**config.mk**
```make
export PLATFORM = sky130hd
export DESIGN_NAME = vmul_lane
export DESIGN_NICKNAME = d
export VERILOG_FILES = /design/src/vmul_pkg.sv /design/src/vmul_operand_stage.sv /design/src/vmul_multiplier.sv /design/src/vmul_result_stage.sv /design/src/vmul_lane.sv
export SDC_FILE = /design/constraint.sdc
export NUM_CORES = 2
export LEC_CHECK = 0
export ABC_AREA = 1
export BUFFER_PORTS_ARGS = -buffer_cell sky130_fd_sc_hd__buf_2
export CAP_MARGIN = 20
export CORE_MARGIN = 3
export CORE_UTILIZATION = 35
export DETAILED_ROUTE_END_ITERATION = 10
export PLACE_DENSITY = 0.46
export SYNTH_ARGS = -nofsm -noshare
export SYNTH_HDL_FRONTEND = slang
export SYNTH_SLANG_ARGS = --single-unit
```
**constraint.sdc**
```tcl
create_clock -name CLK -period 7.9 [get_ports CLK]
set_clock_uncertainty 0.2 [all_clocks]
set_input_delay 0 -clock CLK [delete_from_list [all_inputs] [get_ports CLK]]
set_output_delay 0 -clock CLK [all_outputs]
set_load 0.05 [all_outputs]
```
**src/vmul_pkg.sv**
```systemverilog
// Vector multiply lane types
package vmul_pkg;

  // one vector element or write-back word
  typedef logic [31:0] elem_t;
  // full product of two elements
  typedef logic [63:0] prod_t;
  // signed 16x16 partial product, 17-bit signed by 17-bit signed
  typedef logic signed [33:0] pp_t;

  // element width as decoded from vtype
  typedef enum logic [1:0] {
    SEW8  = 2'd0,
    SEW16 = 2'd1,
    SEW32 = 2'd2
  } sew_t;

  // multiply flavour, plain or fused
  typedef enum logic [2:0] {
    MUL   = 3'd0,
    MACC  = 3'd1,
    NMSAC = 3'd2,
    MADD  = 3'd3,
    NMSUB = 3'd4
  } mul_op_t;

  // one element request from the decoder
  typedef struct packed {
    elem_t      vs1;
    elem_t      vs2;
    elem_t      vs3;
    sew_t       sew;
    mul_op_t    op;
    // bit 0 for vs1, bit 1 for vs2 and vs3
    logic [1:0] is_signed;
    logic       high;
    logic       widen;
  } mul_req_t;

  // control riding along the datapath
  typedef struct packed {
    sew_t    sew;
    mul_op_t op;
    logic    high;
    logic    widen;
    elem_t   addend;
  } mul_ctrl_t;

  // extended operands into the multiplier
  typedef struct packed {
    elem_t     a;
    elem_t     b;
    logic      a_signed;
    logic      b_signed;
    mul_ctrl_t ctrl;
  } mul_opnd_t;

  // registered partial products, middle of the multiplier
  typedef struct packed {
    pp_t       ll;
    pp_t       lh;
    pp_t       hl;
    pp_t       hh;
    mul_ctrl_t ctrl;
  } mul_part_t;

  // finished product with its control
  typedef struct packed {
    prod_t     p;
    mul_ctrl_t ctrl;
  } mul_prod_t;

endpackage

```
**src/vmul_operand_stage.sv**
```systemverilog
// Multiply lane operand stage
`timescale 1ns/100ps

module vmul_operand_stage import vmul_pkg::*; (
  input  logic      CLK,
  input  logic      nRST,
  input  logic      start,
  input  mul_req_t  req,
  output logic      opnd_valid,
  output mul_opnd_t opnd
);

  // extended element values
  elem_t     vs1_ext, vs2_ext, vs3_ext;
  // next register contents
  mul_opnd_t opnd_next;
  logic      swap;

  // widen the low SEW bits of an element to 32 bits
  function automatic elem_t extend(input elem_t v, input sew_t sew, input logic sgn);
    elem_t r;
    case (sew)
      SEW8:    r = {{24{sgn & v[7]}}, v[7:0]};
      SEW16:   r = {{16{sgn & v[15]}}, v[15:0]};
      // SEW32 and anything unexpected go through as is
      default: r = v;
    endcase
    return r;
  endfunction

  // vs1 follows bit 0, vs2 and vs3 share bit 1
  assign vs1_ext = extend(req.vs1, req.sew, req.is_signed[0]);
  assign vs2_ext = extend(req.vs2, req.sew, req.is_signed[1]);
  assign vs3_ext = extend(req.vs3, req.sew, req.is_signed[1]);

  // madd and nmsub multiply by the old vd and add vs2
  assign swap = (req.op == MADD) || (req.op == NMSUB);

  always_comb begin
    opnd_next.a           = vs1_ext;
    opnd_next.b           = swap ? vs3_ext : vs2_ext;
    opnd_next.a_signed    = req.is_signed[0];
    opnd_next.b_signed    = req.is_signed[1];
    opnd_next.ctrl.sew    = req.sew;
    opnd_next.ctrl.op     = req.op;
    opnd_next.ctrl.high   = req.high;
    opnd_next.ctrl.widen  = req.widen;
    // plain mul ignores it downstream
    opnd_next.ctrl.addend = swap ? vs2_ext : vs3_ext;
  end

  // stage 1 register
  always_ff @(posedge CLK, negedge nRST) begin
    if (!nRST) begin
      opnd_valid <= 1'b0;
      opnd       <= '0;
    end else begin
      opnd_valid <= start;
      opnd       <= opnd_next;
    end
  end

endmodule

```
**src/vmul_multiplier.sv**
```systemverilog
// Two-stage 32x32 multiplier
`timescale 1ns/100ps

module vmul_multiplier import vmul_pkg::*; (
  input  logic      CLK,
  input  logic      nRST,
  input  logic      opnd_valid,
  input  mul_opnd_t opnd,
  output logic      prod_valid,
  output mul_prod_t prod
);

  // 17-bit signed views of the operand halves
  logic [16:0] a_lo, a_hi, b_lo, b_hi;
  // stage A next value and register
  mul_part_t   part_next;
  mul_part_t   part;
  logic        part_valid;
  // stage B sum
  prod_t       ll_x, lh_x, hl_x, hh_x;
  prod_t       sum;

  // signed 17x17 multiply, exact in 34 bits
  function automatic pp_t pp_mul(input logic [16:0] x, input logic [16:0] y);
    pp_t r;
    r = $signed(x) * $signed(y);
    return r;
  endfunction

  // low halves are always unsigned
  assign a_lo = {1'b0, opnd.a[15:0]};
  assign b_lo = {1'b0, opnd.b[15:0]};
  // high halves carry the operand sign when signed
  assign a_hi = {opnd.a_signed & opnd.a[31], opnd.a[31:16]};
  assign b_hi = {opnd.b_signed & opnd.b[31], opnd.b[31:16]};

  always_comb begin
    part_next.ll   = pp_mul(a_lo, b_lo);
    // cross terms, weight 2^16
    part_next.lh   = pp_mul(a_lo, b_hi);
    part_next.hl   = pp_mul(a_hi, b_lo);
    // weight 2^32
    part_next.hh   = pp_mul(a_hi, b_hi);
    part_next.ctrl = opnd.ctrl;
  end

  // stage A register
  always_ff @(posedge CLK, negedge nRST) begin
    if (!nRST) begin
      part_valid <= 1'b0;
      part       <= '0;
    end else begin
      part_valid <= opnd_valid;
      part       <= part_next;
    end
  end

  // sign-extend each partial product to 64 bits
  assign ll_x = {{30{part.ll[33]}}, part.ll};
  assign lh_x = {{30{part.lh[33]}}, part.lh};
  assign hl_x = {{30{part.hl[33]}}, part.hl};
  assign hh_x = {{30{part.hh[33]}}, part.hh};

  // shifted sum, wraps mod 2^64 which is exact here
  always_comb begin
    sum = ll_x;
    sum = sum + (lh_x << 16);
    sum = sum + (hl_x << 16);
    sum = sum + (hh_x << 32);
  end

  // stage B register
  always_ff @(posedge CLK, negedge nRST) begin
    if (!nRST) begin
      prod_valid <= 1'b0;
      prod       <= '0;
    end else begin
      prod_valid <= part_valid;
      prod.p     <= sum;
      prod.ctrl  <= part.ctrl;
    end
  end

endmodule

```
**src/vmul_result_stage.sv**
```systemverilog
// Multiply lane result stage
`timescale 1ns/100ps

module vmul_result_stage import vmul_pkg::*; (
  input  logic      CLK,
  input  logic      nRST,
  input  logic      prod_valid,
  input  mul_prod_t prod,
  output logic      done,
  output elem_t     wdata
);

  // upper SEW slice of the product
  elem_t hi_slice;
  // mask for the result width
  elem_t mask;
  // plain mul result before masking
  elem_t mul_raw;
  // fused path
  elem_t term;
  elem_t fused_raw;
  elem_t result;
  logic  fused;
  logic  negate;

  // high half sits just above the SEW bits
  always_comb begin
    case (prod.ctrl.sew)
      SEW8:    hi_slice = {24'd0, prod.p[15:8]};
      SEW16:   hi_slice = {16'd0, prod.p[31:16]};
      default: hi_slice = prod.p[63:32];
    endcase
  end

  // SEW bits, or 2*SEW when widening
  always_comb begin
    case (prod.ctrl.sew)
      SEW8:    mask = prod.ctrl.widen ? 32'h0000_ffff : 32'h0000_00ff;
      SEW16:   mask = prod.ctrl.widen ? 32'hffff_ffff : 32'h0000_ffff;
      // SEW32 widen is capped at 32 bits
      default: mask = 32'hffff_ffff;
    endcase
  end

  // widen always takes the low bits
  assign mul_raw = (prod.ctrl.high && !prod.ctrl.widen) ? hi_slice : prod.p[31:0];

  assign fused  = (prod.ctrl.op != MUL);
  assign negate = (prod.ctrl.op == NMSAC) || (prod.ctrl.op == NMSUB);

  // only low bits matter, mask trims the wrap
  assign term      = negate ? (32'd0 - prod.p[31:0]) : prod.p[31:0];
  assign fused_raw = term + prod.ctrl.addend;

  // zero-extend to the 32-bit write-back word
  assign result = (fused ? fused_raw : mul_raw) & mask;

  // output register
  always_ff @(posedge CLK, negedge nRST) begin
    if (!nRST) begin
      done  <= 1'b0;
      wdata <= '0;
    end else begin
      done  <= prod_valid;
      wdata <= result;
    end
  end

endmodule

```
**src/vmul_lane.sv**
```systemverilog
// Vector lane multiply unit
`timescale 1ns/100ps

module vmul_lane import vmul_pkg::*; (
  input  logic     CLK,
  input  logic     nRST,
  input  logic     start,
  input  mul_req_t req,
  output logic     done,
  output elem_t    wdata
);

  // operand stage to multiplier
  logic      opnd_valid;
  mul_opnd_t opnd;
  // multiplier to result stage
  logic      prod_valid;
  mul_prod_t prod;

  // extension and operand swap
  vmul_operand_stage u_operand (
    .CLK        (CLK),
    .nRST       (nRST),
    .start      (start),
    .req        (req),
    .opnd_valid (opnd_valid),
    .opnd       (opnd)
  );

  // two register stages
  vmul_multiplier u_mult (
    .CLK        (CLK),
    .nRST       (nRST),
    .opnd_valid (opnd_valid),
    .opnd       (opnd),
    .prod_valid (prod_valid),
    .prod       (prod)
  );

  // slice, accumulate and register
  vmul_result_stage u_result (
    .CLK        (CLK),
    .nRST       (nRST),
    .prod_valid (prod_valid),
    .prod       (prod),
    .done       (done),
    .wdata      (wdata)
  );

endmodule

```
==> flow_summary.yaml <==
outcome:
  status: "finished, final reports clean"
cells_and_area:
  area_delta_synth_final_pct: 12.7
  layout_commonest_cell: "inv_1"
  finalNonFillerCells: 10900
  register_area_sq_mm: 0.0104
  fin_nets: 10100
  final_cell_mix: "inv_1, nand2_1, fa_1"
  multi_input_area_sq_mm: 0.0434
  drive_above_1_share_pct: 5.14
  fillCellCount: 18700
worst_hold_path:
  hold_path.class: "in2reg"
detailed_routing:
  ant_nets: 0
  via_count: 51900
  drt_iter0_drc: 3225
  viasPerCell: 4.75
  first_pass_iters: 6
  drc: 0
  avgRoutedWirePerCell_microns: 20.0
  routed_wl_microns: 219000
logic_synthesis:
  syn_area_sq_mm: 0.0635
  async_reset_ff_share_pct: 100
  syn_avg_cell_area_sq_um: 7.72
  synthFlopType: "dfrtp_1"
  synth_top_family_by_area: "adder cells"
  netlist_instances: 8231
  seq_area_frac_synth_pct: 16.4
  muxShareOfSynthArea_pct: 0
  synth_fp_nets: 9848
  synth-edff-count: 0
  synth-simple-area-share_pct: 17.9
  synth_cell_types: 51
  synth_fa_ha_area_share_pct: 41.5
  synth_compound_area_share_pct: 6.02
  synth_warnings: 0
  synth_xor_area_share_pct: 2.88
  ys_ff_latch: 415
setup_path:
  path_cells: "buf_4 > nand2_1 > inv_1 > fa_1 > fa_1 > fa_1 > inv_1 > fa_1 > inv_1 > fa_1 > fa_1 > ha_1 > nand2_1 > nor2_1 > inv_1 > nor2_1 > nand4_1 > nand2_1 > xor2_1"
  startpoint_type: "flip-flop"
  path_delay_family: "adder cells"
  path_max_fanout: 13
  cpPeakStageDelay_ns: 0.86
  end_kind: "flip-flop"
  cp_slowest_cell: "dfrtp_1"
  crit_required_ns: 8.25
  crit_arrival_ns: 7.26
  path_common_cell: "fa_1"
  path_class: "reg2reg"
  crit_buf_inv: 5
place:
  pre_cts_ws_ns: 1.08
  io_buffers: 140
  gp_congestion: 0.925
  dp_cells: 10500
  dp_hpwl_microns: 181000
floorplanning:
  core_region_area_sq_mm: 0.179
  ios: 141
  start_util_pct: 35.4
  dieArea_sq_mm: 0.187
  rows: 155
  fp.dieH_microns: 432
  chipWidth_microns: 432
clock_network:
  clk_pin_slew_ns: 0.06
  cts_root_buffer: "clkbuf_16"
  clock_path_buffers: 3
  post_cts_buffers: 0
  cts_hold_buf: 277
  cts_buffers: 51
  clk_latency_ns: 0.71
  cts_tree: "yes"
  ctsHtreeMaxLevel: 2
  post_cts_resized: 0
  clock_sinks: 415
timing:
  slew_viol_final: 0
  finalSetupTns_ns: 0
  final_hold_viol_count: 0
  rsz0062_at_grt: "false"
  finalCriticalPeriod_ns: 6.92
  slew_headroom_pct: 23.5
  worstMarginPinSlew_ns: 1.15
  clock.fmax_mhz: 145
  layout_setup_ws_ns: 0.981
  fin_crit_sh_pct: 87.6
  finalSetupViolations: 0
global_route:
  antenna_found_initial: 10
  gr-usage-all-layers_pct: 23.9
  grt_pass1_wl_microns: 337000
  grt_max_degree: 139
  grt_overflow: 0
  grt_pass1_vias: 55900
run:
  drv_cap: 0
## metrics by stage
step / utilization (%) / cell area [sq um] / hold WS [ns]
final: 39.9 / 71600 / 0.0603
after global routing: 39.9 / 71600 / 0.0382
after CTS: 39.9 / 71600 / 0.0118
after detailed placement: 37.4 / 67100 / -0.131
after global placement: 37.4 / 67000 / -0.133
after floorplan: - / 63500 / -0.496
## layout make-up
cell class | instances | share of cell area, %
flip-flops and latches | 415 | 14.5
well taps | 2355 | 4.12
inverters | 2270 | 11.9
clock buffers | 65 | 1.94
multi-input cells | 5241 | 60.7
clock inverters | 27 | 0.430
diodes | 3 | 0.0105
repair buffers | 540 | 6.42
## metal layers
| metal | part of all wire (%) | track usage [%] | vias to the layer above |
|---|---|---|---|
| met1 | 44 | 31.7 | 25900 |
| met5 | 0 | 0 | - |
| li1 | - | - | 24600 |
| met2 | 48 | 41.1 | 1178 |
| met3 | 4.6 | 2.70 | 297 |
| met4 | 3.0 | 6.63 | 0 |
## logic make-up after synthesis
| kind of cell | after synthesis |
|---|---|
| fa+ha+maj | 1509 |
| xor+xnor | 209 |
| buf+inv | 2575 |
| simple gates | 2843 |
| compound gates | 680 |
| flops | 415 |
## path summary, 6_finish.rpt
path | start | to | slack, ns | depth (start not counted)
worst min register to register | u_mult.part[15] | u_mult.prod[15] | 0.15 | 0
worst min-delay path | req[9] | u_operand.opnd[41] | 0.06 | 4
min in group asynchronous | nRST | u_operand.opnd[45] | 0.32 | 4
max in group asynchronous | nRST | u_mult.hh_x[16] | 5.84 | 5
worst max-delay path | u_operand.opnd[43] | u_mult.hl_x[25] | 0.98 | 19
worst max register to register | u_operand.opnd[43] | u_mult.hl_x[25] | 0.98 | 19
## sequential cells by signal, indices dropped and copies added (netlist names)
name	count
u_operand.opnd_valid	1
u_mult.part	39
u_mult.part_valid	1
u_mult.hl_x	34
u_operand.opnd	105
u_mult.prod	103
u_mult.ll_x	32
u_mult.prod_valid	1
u_mult.lh_x	34
u_result.wdata	32
u_mult.hh_x	32
u_result.done	1
## worst min-delay path: cells and delay by family
family / cells / cell delay (ns)
buf+inv: 3 / 0.74
compound gates: 1 / 0.13
## Yosys cell counts (4+ instances only)
cell type / n / share of area [%]
a21boi_0: 12 / 0.14
a21o_1: 23 / 0.27
a21oi_1: 331 / 2.6
a21oi_2: 11 / 0.15
a31oi_1: 13 / 0.13
and2_1: 4 / 0.039
buf_2: 15 / 0.12
clkbuf_1: 284 / 1.7
dfrtp_1: 415 / 16
fa_1: 998 / 31
ha_1: 511 / 10
inv_1: 2254 / 13
inv_2: 14 / 0.083
nand2_1: 2031 / 12
nand2_2: 15 / 0.15
nand3_1: 224 / 1.8
nand3b_1: 8 / 0.095
nand4_1: 73 / 0.72
nor2_1: 408 / 2.4
nor2_2: 6 / 0.059
nor3_1: 42 / 0.33
nor4_1: 5 / 0.049
o211ai_1: 10 / 0.12
o21a_1: 6 / 0.071
o21ai_0: 195 / 1.5
o21ai_1: 11 / 0.087
o21ai_2: 14 / 0.19
o21bai_1: 34 / 0.40
or2_2: 16 / 0.16
xnor2_1: 56 / 0.77
xor2_1: 153 / 2.1
Power is not shown: default switching activity piles up to over one toggle a cycle in this logic, so the estimate is an artifact.
